[src/rtl/lite_mux_pkg.sv]
/*
  Sizes and types shared by the AXI4-Lite read multiplexer.
  NUM_PORTS must fit in PORT_W bits, and MAX_TRANS must be at least 1.
  Neither is checked here; the modules that rely on them assert it.
*/
`default_nettype none

package lite_mux_pkg;

  // ------------------------------
  // Sizes
  // ------------------------------
  // Requester ports sharing the master
  localparam int NUM_PORTS = 4;
  // Outstanding reads, also the route FIFO depth
  localparam int MAX_TRANS = 4;
  localparam int ADDR_W    = 32;
  localparam int DATA_W    = 32;
  localparam int PORT_W    = 2;

  // Route FIFO pointer and fill count widths
  localparam int TRANS_PTR_W = (MAX_TRANS > 1) ? $clog2(MAX_TRANS) : 1;
  localparam int TRANS_CNT_W = $clog2(MAX_TRANS + 1);

  // ------------------------------
  // Vector types
  // ------------------------------
  typedef logic [PORT_W-1:0]      port_idx_t;
  typedef logic [NUM_PORTS-1:0]   port_vec_t;
  typedef logic [ADDR_W-1:0]      addr_t;
  // AXI protection bits
  typedef logic [2:0]             prot_t;
  typedef logic [DATA_W-1:0]      data_t;
  // OKAY, EXOKAY, SLVERR, DECERR
  typedef logic [1:0]             rresp_t;
  typedef logic [TRANS_PTR_W-1:0] trans_ptr_t;
  typedef logic [TRANS_CNT_W-1:0] trans_cnt_t;

  // Fill level of the AR spill register
  typedef enum logic [1:0] {
    SPILL_EMPTY,
    SPILL_ONE,
    SPILL_FULL
  } spill_state_e;

endpackage

`default_nettype wire
[src/rtl/ar_chan_if.sv]
/*
  One AXI4-Lite AR channel between internal stages.
  AXI rules: valid and payload hold until the valid/ready handshake.
*/
`timescale 1ns/10ps
`default_nettype none

interface ar_chan_if;
  import lite_mux_pkg::*;

  // Handshake pair
  logic  valid;
  logic  ready;
  // Payload
  addr_t addr;
  prot_t prot;

  // Producer side
  modport src (
    output valid,
    output addr,
    output prot,
    input  ready
  );

  // Consumer side
  modport dst (
    input  valid,
    input  addr,
    input  prot,
    output ready
  );

endinterface

`default_nettype wire

[src/rtl/lite_rd_mux.sv]
/*
  AXI4-Lite read multiplexer, NUM_PORTS requesters onto one master.
  AR is round robin and registered; R returns in AR order.
  R data and response are shared by all ports, only valid is steered.
*/
`timescale 1ns/10ps
`default_nettype none

module lite_rd_mux (
  input  wire logic                    clk_i,
  input  wire logic                    reset_i,
  // Requester ports
  input  wire lite_mux_pkg::port_vec_t slv_ar_valid_i,
  input  wire lite_mux_pkg::addr_t     slv_ar_addr_i [lite_mux_pkg::NUM_PORTS],
  input  wire lite_mux_pkg::prot_t     slv_ar_prot_i [lite_mux_pkg::NUM_PORTS],
  output      lite_mux_pkg::port_vec_t slv_ar_ready_o,
  output      lite_mux_pkg::port_vec_t slv_r_valid_o,
  output      lite_mux_pkg::data_t     slv_r_data_o,
  output      lite_mux_pkg::rresp_t    slv_r_resp_o,
  input  wire lite_mux_pkg::port_vec_t slv_r_ready_i,
  // Master port
  output      logic                    mst_ar_valid_o,
  output      lite_mux_pkg::addr_t     mst_ar_addr_o,
  output      lite_mux_pkg::prot_t     mst_ar_prot_o,
  input  wire logic                    mst_ar_ready_i,
  input  wire logic                    mst_r_valid_i,
  input  wire lite_mux_pkg::data_t     mst_r_data_i,
  input  wire lite_mux_pkg::rresp_t    mst_r_resp_i,
  output      logic                    mst_r_ready_o
);
  import lite_mux_pkg::*;

  // Winner index, valid with arb_ar
  port_idx_t arb_idx;

  // Arbiter to tracker
  ar_chan_if arb_ar ();
  // Tracker to spill register
  ar_chan_if out_ar ();

  // ------------------------------
  // AR path
  // ------------------------------
  ar_rr_arbiter ar_rr_arbiter_i (
    .clk_i       (clk_i),
    .reset_i     (reset_i),
    .slv_valid_i (slv_ar_valid_i),
    .slv_addr_i  (slv_ar_addr_i),
    .slv_prot_i  (slv_ar_prot_i),
    .slv_ready_o (slv_ar_ready_o),
    .arb_idx_o   (arb_idx),
    .arb_ar_o    (arb_ar.src)
  );

  // Also owns R steering
  rd_order_tracker rd_order_tracker_i (
    .clk_i         (clk_i),
    .reset_i       (reset_i),
    .arb_idx_i     (arb_idx),
    .mst_r_valid_i (mst_r_valid_i),
    .slv_r_ready_i (slv_r_ready_i),
    .slv_r_valid_o (slv_r_valid_o),
    .mst_r_ready_o (mst_r_ready_o),
    .arb_ar_i      (arb_ar.dst),
    .out_ar_o      (out_ar.src)
  );

  ar_spill_reg ar_spill_reg_i (
    .clk_i          (clk_i),
    .reset_i        (reset_i),
    .mst_ar_ready_i (mst_ar_ready_i),
    .mst_ar_valid_o (mst_ar_valid_o),
    .mst_ar_addr_o  (mst_ar_addr_o),
    .mst_ar_prot_o  (mst_ar_prot_o),
    .in_ar_i        (out_ar.dst)
  );

  // ------------------------------
  // R payload
  // ------------------------------
  // Same beat seen by every port
  assign slv_r_data_o = mst_r_data_i;
  assign slv_r_resp_o = mst_r_resp_i;

endmodule

`default_nettype wire

[src/rtl/ar_spill_reg.sv]
/*
  Two-entry register stage on the outgoing AR channel.
  Adds one cycle of latency and keeps full throughput.
  Input ready depends only on the fill state.
*/
`timescale 1ns/10ps
`default_nettype none

module ar_spill_reg (
  input  wire logic                clk_i,
  input  wire logic                reset_i,
  input  wire logic                mst_ar_ready_i,
  output      logic                mst_ar_valid_o,
  output      lite_mux_pkg::addr_t mst_ar_addr_o,
  output      lite_mux_pkg::prot_t mst_ar_prot_o,
  ar_chan_if.dst                   in_ar_i
);
  import lite_mux_pkg::*;

  spill_state_e state_q;
  spill_state_e state_d;

  // Slot a drives the output, slot b absorbs a stall
  addr_t a_addr_q;
  prot_t a_prot_q;
  addr_t b_addr_q;
  prot_t b_prot_q;

  logic  in_hs;
  logic  out_hs;
  logic  load_a_in;
  logic  load_a_b;
  logic  load_b;

  assign in_ar_i.ready  = (state_q != SPILL_FULL);
  assign mst_ar_valid_o = (state_q != SPILL_EMPTY);
  assign mst_ar_addr_o  = a_addr_q;
  assign mst_ar_prot_o  = a_prot_q;

  assign in_hs  = in_ar_i.valid & in_ar_i.ready;
  assign out_hs = mst_ar_valid_o & mst_ar_ready_i;

  // ------------------------------
  // Fill control
  // ------------------------------
  always_comb begin
    state_d   = state_q;
    load_a_in = 1'b0;
    load_a_b  = 1'b0;
    load_b    = 1'b0;
    case (state_q)
      SPILL_EMPTY: begin
        if (in_hs) begin
          load_a_in = 1'b1;
          state_d   = SPILL_ONE;
        end
      end
      SPILL_ONE: begin
        // Drained and refilled in one go
        if (in_hs && out_hs) begin
          load_a_in = 1'b1;
        end else if (in_hs) begin
          load_b  = 1'b1;
          state_d = SPILL_FULL;
        end else if (out_hs) begin
          state_d = SPILL_EMPTY;
        end
      end
      SPILL_FULL: begin
        // Older beat leaves, younger moves up
        if (out_hs) begin
          load_a_b = 1'b1;
          state_d  = SPILL_ONE;
        end
      end
      default: state_d = SPILL_EMPTY;
    endcase
  end

  always_ff @(posedge clk_i) begin
    if (reset_i) begin
      state_q <= SPILL_EMPTY;
    end else begin
      state_q <= state_d;
    end
  end

  // Payload slots
  always_ff @(posedge clk_i) begin
    if (load_a_in) begin
      a_addr_q <= in_ar_i.addr;
      a_prot_q <= in_ar_i.prot;
    end else if (load_a_b) begin
      a_addr_q <= b_addr_q;
      a_prot_q <= b_prot_q;
    end
    if (load_b) begin
      b_addr_q <= in_ar_i.addr;
      b_prot_q <= in_ar_i.prot;
    end
  end

  // Stalled beat stays put until taken
  a_stable: assert property (@(posedge clk_i) disable iff (reset_i)
    (mst_ar_valid_o && !mst_ar_ready_i) |=>
      (mst_ar_valid_o && $stable(mst_ar_addr_o) && $stable(mst_ar_prot_o)));

endmodule

`default_nettype wire

[src/rtl/rd_order_tracker.sv]
/*
  Keeps read responses in AR order.
  AR is held off while MAX_TRANS reads are outstanding.
  The master side must return exactly one R beat per AR, in order.
*/
`timescale 1ns/10ps
`default_nettype none

module rd_order_tracker (
  input  wire logic                    clk_i,
  input  wire logic                    reset_i,
  input  wire lite_mux_pkg::port_idx_t arb_idx_i,
  input  wire logic                    mst_r_valid_i,
  input  wire lite_mux_pkg::port_vec_t slv_r_ready_i,
  output      lite_mux_pkg::port_vec_t slv_r_valid_o,
  output      logic                    mst_r_ready_o,
  ar_chan_if.dst                       arb_ar_i,
  ar_chan_if.src                       out_ar_o
);
  import lite_mux_pkg::*;

  // Route FIFO, winner index per read
  port_idx_t  fifo_q [MAX_TRANS];
  trans_ptr_t rd_ptr_q;
  trans_ptr_t wr_ptr_q;
  trans_cnt_t count_q;

  logic       full;
  logic       empty;
  logic       push;
  logic       pop;
  port_idx_t  head_idx;

  assign full     = (count_q == trans_cnt_t'(MAX_TRANS));
  assign empty    = (count_q == '0);
  assign head_idx = fifo_q[rd_ptr_q];

  // ------------------------------
  // AR gate
  // ------------------------------
  // Full FIFO blocks both directions
  assign out_ar_o.valid = arb_ar_i.valid & ~full;
  assign out_ar_o.addr  = arb_ar_i.addr;
  assign out_ar_o.prot  = arb_ar_i.prot;
  assign arb_ar_i.ready = out_ar_o.ready & ~full;

  assign push = arb_ar_i.valid & arb_ar_i.ready;

  // ------------------------------
  // R steering
  // ------------------------------
  // Valid only towards the head port
  always_comb begin
    slv_r_valid_o = '0;
    if (!empty) begin
      slv_r_valid_o[head_idx] = mst_r_valid_i;
    end
  end

  assign mst_r_ready_o = ~empty & slv_r_ready_i[head_idx];
  assign pop           = mst_r_valid_i & mst_r_ready_o;

  // ------------------------------
  // FIFO state
  // ------------------------------
  always_ff @(posedge clk_i) begin
    if (reset_i) begin
      rd_ptr_q <= '0;
      wr_ptr_q <= '0;
      count_q  <= '0;
    end else begin
      if (push) begin
        wr_ptr_q <= (wr_ptr_q == trans_ptr_t'(MAX_TRANS - 1)) ? '0 : wr_ptr_q + 1'b1;
      end
      if (pop) begin
        rd_ptr_q <= (rd_ptr_q == trans_ptr_t'(MAX_TRANS - 1)) ? '0 : rd_ptr_q + 1'b1;
      end
      // Simultaneous push and pop keep the count
      case ({push, pop})
        2'b10:   count_q <= count_q + 1'b1;
        2'b01:   count_q <= count_q - 1'b1;
        default: count_q <= count_q;
      endcase
    end
  end

  // Index storage
  always_ff @(posedge clk_i) begin
    if (push) begin
      fifo_q[wr_ptr_q] <= arb_idx_i;
    end
  end

  // Depth must be usable
  a_depth: assert property (@(posedge clk_i) MAX_TRANS > 0);

  // Outstanding reads capped by the depth, count in step with the pointers
  a_count_ptrs: assert property (@(posedge clk_i) disable iff (reset_i)
    (count_q <= trans_cnt_t'(MAX_TRANS)) &&
    (((int'(rd_ptr_q) + int'(count_q)) % MAX_TRANS) == int'(wr_ptr_q)));

  // Master must not answer a read it never saw
  a_no_r_empty: assert property (@(posedge clk_i) disable iff (reset_i)
    empty |-> !mst_r_valid_i);

endmodule

`default_nettype wire

[src/rtl/ar_rr_arbiter.sv]
/*
  Round-robin arbiter for the AR channels of all requester ports.
  Grant is combinational and locked while an offered AR waits.
  Requesters must follow AXI and hold valid until accepted.
*/
`timescale 1ns/10ps
`default_nettype none

module ar_rr_arbiter (
  input  wire logic                    clk_i,
  input  wire logic                    reset_i,
  input  wire lite_mux_pkg::port_vec_t slv_valid_i,
  input  wire lite_mux_pkg::addr_t     slv_addr_i [lite_mux_pkg::NUM_PORTS],
  input  wire lite_mux_pkg::prot_t     slv_prot_i [lite_mux_pkg::NUM_PORTS],
  output      lite_mux_pkg::port_vec_t slv_ready_o,
  output      lite_mux_pkg::port_idx_t arb_idx_o,
  ar_chan_if.src                       arb_ar_o
);
  import lite_mux_pkg::*;

  // Rotating priority, first port looked at
  port_idx_t rr_ptr_q;
  // Grant held across a stall
  logic      lock_q;
  port_idx_t lock_idx_q;

  // Free-running pick from the pointer
  port_idx_t pick_idx;
  port_idx_t cand_idx;
  logic      any_req;
  port_idx_t grant_idx;
  logic      arb_hs;

  // ------------------------------
  // Pick the next requester
  // ------------------------------
  // Walk from far to near so the
  // nearest requester wins
  always_comb begin
    pick_idx = rr_ptr_q;
    cand_idx = rr_ptr_q;
    any_req  = 1'b0;
    for (int i = NUM_PORTS - 1; i >= 0; i--) begin
      cand_idx = port_idx_t'((int'(rr_ptr_q) + i) % NUM_PORTS);
      if (slv_valid_i[cand_idx]) begin
        pick_idx = cand_idx;
        any_req  = 1'b1;
      end
    end
  end

  // Locked grant overrides a fresh pick
  assign grant_idx = lock_q ? lock_idx_q : pick_idx;

  assign arb_ar_o.valid = lock_q ? slv_valid_i[lock_idx_q] : any_req;
  assign arb_ar_o.addr  = slv_addr_i[grant_idx];
  assign arb_ar_o.prot  = slv_prot_i[grant_idx];
  assign arb_idx_o      = grant_idx;

  assign arb_hs = arb_ar_o.valid & arb_ar_o.ready;

  // Ready back to the winner only
  always_comb begin
    slv_ready_o            = '0;
    slv_ready_o[grant_idx] = arb_hs;
  end

  // ------------------------------
  // Lock and pointer
  // ------------------------------
  always_ff @(posedge clk_i) begin
    if (reset_i) begin
      rr_ptr_q   <= '0;
      lock_q     <= 1'b0;
      lock_idx_q <= '0;
    end else begin
      // Offered but not taken, hold it
      lock_q     <= arb_ar_o.valid & ~arb_ar_o.ready;
      lock_idx_q <= grant_idx;
      // Winner goes to the back of the line
      if (arb_hs) begin
        rr_ptr_q <= port_idx_t'((int'(grant_idx) + 1) % NUM_PORTS);
      end
    end
  end

  // Port count must fit the index type
  a_port_w: assert property (@(posedge clk_i)
    (NUM_PORTS > 1) && (NUM_PORTS <= (2 ** PORT_W)));

  // One port at a time, and only one offering an AR
  a_one_ready: assert property (@(posedge clk_i) disable iff (reset_i)
    $onehot0(slv_ready_o) && ((slv_ready_o & ~slv_valid_i) == '0));

endmodule

`default_nettype wire

[config.mk]
export PLATFORM = sky130hd
export DESIGN_NAME = lite_rd_mux
export DESIGN_NICKNAME = d
export VERILOG_FILES = /design/src/rtl/lite_mux_pkg.sv /design/src/rtl/ar_chan_if.sv /design/src/rtl/lite_rd_mux.sv /design/src/rtl/ar_spill_reg.sv /design/src/rtl/rd_order_tracker.sv /design/src/rtl/ar_rr_arbiter.sv
export SDC_FILE = /design/constraint.sdc
export NUM_CORES = 1
export LEC_CHECK = 0
export BUFFER_PORTS_ARGS = -buffer_cell sky130_fd_sc_hd__clkbuf_2
export CAP_MARGIN = 20
export CELL_PAD_IN_SITES_DETAIL_PLACEMENT = 0
export CELL_PAD_IN_SITES_GLOBAL_PLACEMENT = 2
export CORE_MARGIN = 10
export CORE_UTILIZATION = 29
export CTS_CLUSTER_DIAMETER = 30
export CTS_CLUSTER_SIZE = 8
export DETAILED_ROUTE_END_ITERATION = 12
export PLACE_DENSITY_LB_ADDON = 0.1
export SLEW_MARGIN = 30
export SYNTH_ARGS = -nofsm -noshare
export SYNTH_HDL_FRONTEND = slang
export SYNTH_SLANG_ARGS = --single-unit
[constraint.sdc]
create_clock -name clk_i -period 11.9 [get_ports clk_i]
set_clock_uncertainty 0.1 [all_clocks]
set_input_delay 0.595 -clock clk_i [delete_from_list [all_inputs] [get_ports clk_i]]
set_output_delay 0.595 -clock clk_i [all_outputs]
set_load 0.01 [all_outputs]
==> results.sh <==
export IMPL_clock_fmax_ghz=0.269
export IMPL_grt_max_degree=72
export IMPL_met2_usage=0.245
export IMPL_cp_num_buf_inv=3
export IMPL_worst_ep_required_time_ns=11.21
export IMPL_synth_area_leader_cell="edfxtp_1"
export IMPL_n_antenna_cell=0
export IMPL_cts_resized=0
export IMPL_yosysSeqAreaShare=0.495
export IMPL_hold_start="rd_order_tracker_i.count_q[2]"
export IMPL_grt_pass1_wl_mm=27.1
export IMPL_drtIter0Drc=210
export IMPL_swShare=0.396
export IMPL_setup_viol=0
export IMPL_vias=4481
export IMPL_clockBufferDepth=2
export IMPL_antenna_found_initial=1
export IMPL_worst_pin_slew_ns=0.755
export IMPL_drtPass1Iterations=4
export IMPL_crit_chain="mux2i_1, o31ai_4, buf_4, and2_1, inv_2, ha_1, and3_1, clkbuf_2"
export IMPL_critPathLaunch="ar_rr_arbiter_i.lock_q"
export IMPL_maxCapViolCount=0
export IMPL_dp_hpwl_mm=12.9
export IMPL_cts_hold_buf=0
export IMPL_cts_tree="built"
export IMPL_worstSetupPathType="register to primary output"
export IMPL_drv_slew=0
export IMPL_fin_crit_ns=3.72
export IMPL_place_ws_ns=8.28
export IMPL_setup_tns_ns=0
export IMPL_htreeDepth=3
export IMPL_final_cells=895
export IMPL_power_density_nw_per_um2=244
export IMPL_cp_arrival_ns=3.03
export IMPL_fp_dieW_um=156
export IMPL_cts_root_buf="clkbuf_16"
export IMPL_met1_usage=0.158
export IMPL_cts_buffers=9
export IMPL_hp_class="register to register"
export IMPL_cp_end_kind="primary output"
export IMPL_row_count=49
export IMPL_synth_top_area_frac=0.436
export IMPL_rsz0062_at_grt="no"
export IMPL_layout_setup_ws_ns=8.18
export IMPL_synth_ff_type="edfxtp_1"
export IMPL_slew_headroom=0.496
export IMPL_drive_gt1_frac=0.345
export IMPL_clock_sinks=94
export IMPL_utilization=0.365
export IMPL_avgSynthCellArea_um2=10.3
export IMPL_die_y_um=156
export IMPL_p_clk_frac=0.174
export IMPL_ioPinCount=265
export IMPL_wirelength_mm=17.6
export IMPL_synth_edf_count=78
export IMPL_fin_area_um2=6600
export IMPL_cp_start_kind="register"
export IMPL_gp_congestion=0.756
export IMPL_p_seq_frac=0.367
export IMPL_slowest_stage="dfxtp_1"
export IMPL_busiest_layer="met2"
export IMPL_async_flop_share=0
export IMPL_path_clk_slew_ns=0.06
export IMPL_path_max_fanout=71
export IMPL_ys_top_cells_by_area="edfxtp_1 44%, a211oi_1 9.9%, and3_1 9.1%"
export IMPL_netlist_instances=521
export IMPL_grt_usage=0.141
export IMPL_cpPeakStageDelay_ns=0.55
export IMPL_yosysWarnings=0
export IMPL_postRouteAntennaNets=0
export IMPL_io_buffers=196
export IMPL_post_drt_wl_per_cell_um=19.7
export IMPL_combPwrFrac=0.459
export IMPL_nFillCells=1875
export IMPL_p_int_mw=0.971
export IMPL_outcome="finished clean"
export IMPL_dp_cells=879
export IMPL_power_leakage_nw=2.95
export IMPL_postCtsSetupBuffers=0
export IMPL_grt_pass1_vias=4780
export IMPL_placed_area_um2=6320
export IMPL_ys_ff_latch=94
export IMPL_core_um2=18100
export IMPL_syn_area_um2=5380
export IMPL_drc=0
export IMPL_clkLatencyLatePin_ns=0.34
export IMPL_initial_utilization=0.297
export IMPL_area_growth_pct=22.8
export IMPL_netSwitchingPower_mw=0.637
export IMPL_hold_viol_final=0
export IMPL_via_per_inst=5.01
export IMPL_ir_drop_v=0.0000795
export IMPL_die_area_um2=24400
export IMPL_synth_nets=718
export IMPL_layout_nets=858
export IMPL_groute_layer_met3_usage=0.0521
export IMPL_yosys_top_cells_count="78 x and3_1, 78 x edfxtp_1, 71 x a211oi_1"
export IMPL_r2r_start="ar_rr_arbiter_i.lock_q"
export IMPL_cp_top_family="buffers and inverters"
export IMPL_ys_types=44
export IMPL_min_period_over_period=0.313
export IMPL_grt_ovfl_total=0
## area by class of cell
class	count	area [µm²]	area share
sequential	94	2660	0.403
multi-input combinational	341	2290	0.347
timing repair buffer	203	1030	0.157
tap	229	287	0.0434
clock buffer	10	229	0.0347
clock inverter	6	52.6	0.00796
inverter	12	45.0	0.00682
## metrics by stage
stage | power, mW | hold slack, ns
floorplan | 1.10 | 0.371
global placement | 1.34 | 0.397
detailed placement | 1.36 | 0.404
finish | 1.61 | 0.417
global route | 1.75 | 0.432
CTS | 1.64 | 0.407
## worst register-to-register path, cell delays in order (launching register included)
cell	delay, ns
dfxtp_1	0.55
mux2i_1	0.36
o31ai_4	0.12
buf_4	0.33
and2_1	0.35
inv_2	0.45
buf_4	0.51
a211oi_1	0.25
o31ai_1	0.28
## metal layers
metal  up-vias  part of all wire
met1      2096              0.40
li1       2218                 -
met3        29             0.075
met4         0             0.016
met5         -                 0
met2       138              0.51
## registers in the layout, summed over array words and instances (netlist names), named ones only
signal and cells:
ar_spill_reg_i.mst_ar_prot_o 3, rd_order_tracker_i.count_q 3, ar_spill_reg_i.state_q 2, rd_order_tracker_i.rd_ptr_q 2, ar_rr_arbiter_i.lock_q 1, ar_rr_arbiter_i.lock_idx_q 2, ar_rr_arbiter_i.rr_ptr_q 2, rd_order_tracker_i.wr_ptr_q 2
rd_order_tracker_i.fifo_q 8, ar_spill_reg_i.b_prot_q 3, ar_spill_reg_i.mst_ar_addr_o 32, ar_spill_reg_i.b_addr_q 32
## layout by cell type, fill, tap and decap left out, types with 3 or more instances in the layout
| cell type | synthesis | final |
|---|---|---|
| and3_1 | 78 | 78 |
| edfxtp_1 | 78 | 78 |
| clkbuf_16 | 0 | 9 |
| clkbuf_2 | 0 | 196 |
| nor2b_1 | 3 | 3 |
| inv_1 | 11 | 11 |
| a211oi_1 | 71 | 71 |
| o31ai_1 | 36 | 35 |
| mux4_2 | 4 | 4 |
| ha_1 | 10 | 10 |
| dfxtp_1 | 16 | 16 |
| nor2_1 | 55 | 55 |
| buf_4 | 34 | 7 |
| clkinv_2 | 0 | 3 |
| a21oi_1 | 8 | 8 |
| nand2_1 | 38 | 37 |
| mux2i_1 | 6 | 6 |
## worst paths after layout
| kind | to | slack [ns] | depth (start not counted) |
|---|---|---|---|
| setup / recovery | slv_ar_ready_o[1] | 8.18 | 8 |
| hold / removal | rd_order_tracker_i.count_q[2] | 0.42 | 2 |
| setup reg to reg | ar_spill_reg_i.mst_ar_addr_o[24] | 8.43 | 8 |
| hold reg to reg | rd_order_tracker_i.count_q[2] | 0.42 | 2 |
## cells by family after synthesis
| family | Yosys count | synth area share |
|---|---|---|
| XOR/XNOR | 2 | 0.00326 |
| AO/OA/AOI/OAI | 125 | 0.174 |
| flip-flops | 94 | 0.495 |
| adder cells (fa/ha/maj) | 11 | 0.0270 |
| AND/OR/NAND/NOR | 192 | 0.183 |
| multiplexers | 11 | 0.0307 |
| buffers and inverters | 86 | 0.0866 |
## power by group through the flow
| stage | Combinational [mW] | Clock [mW] | Sequential (mW) |
|---|---|---|---|
| final | 0.739 | 0.280 | 0.589 |
| after CTS | 0.762 | 0.288 | 0.592 |
| after floorplan | 0.479 | 0 | 0.618 |
| after global routing | 0.842 | 0.302 | 0.602 |
| after global placement | 0.746 | 0 | 0.599 |
| after detailed placement | 0.761 | 0 | 0.598 |
Note: power is estimated with default switching activity, not from simulation.
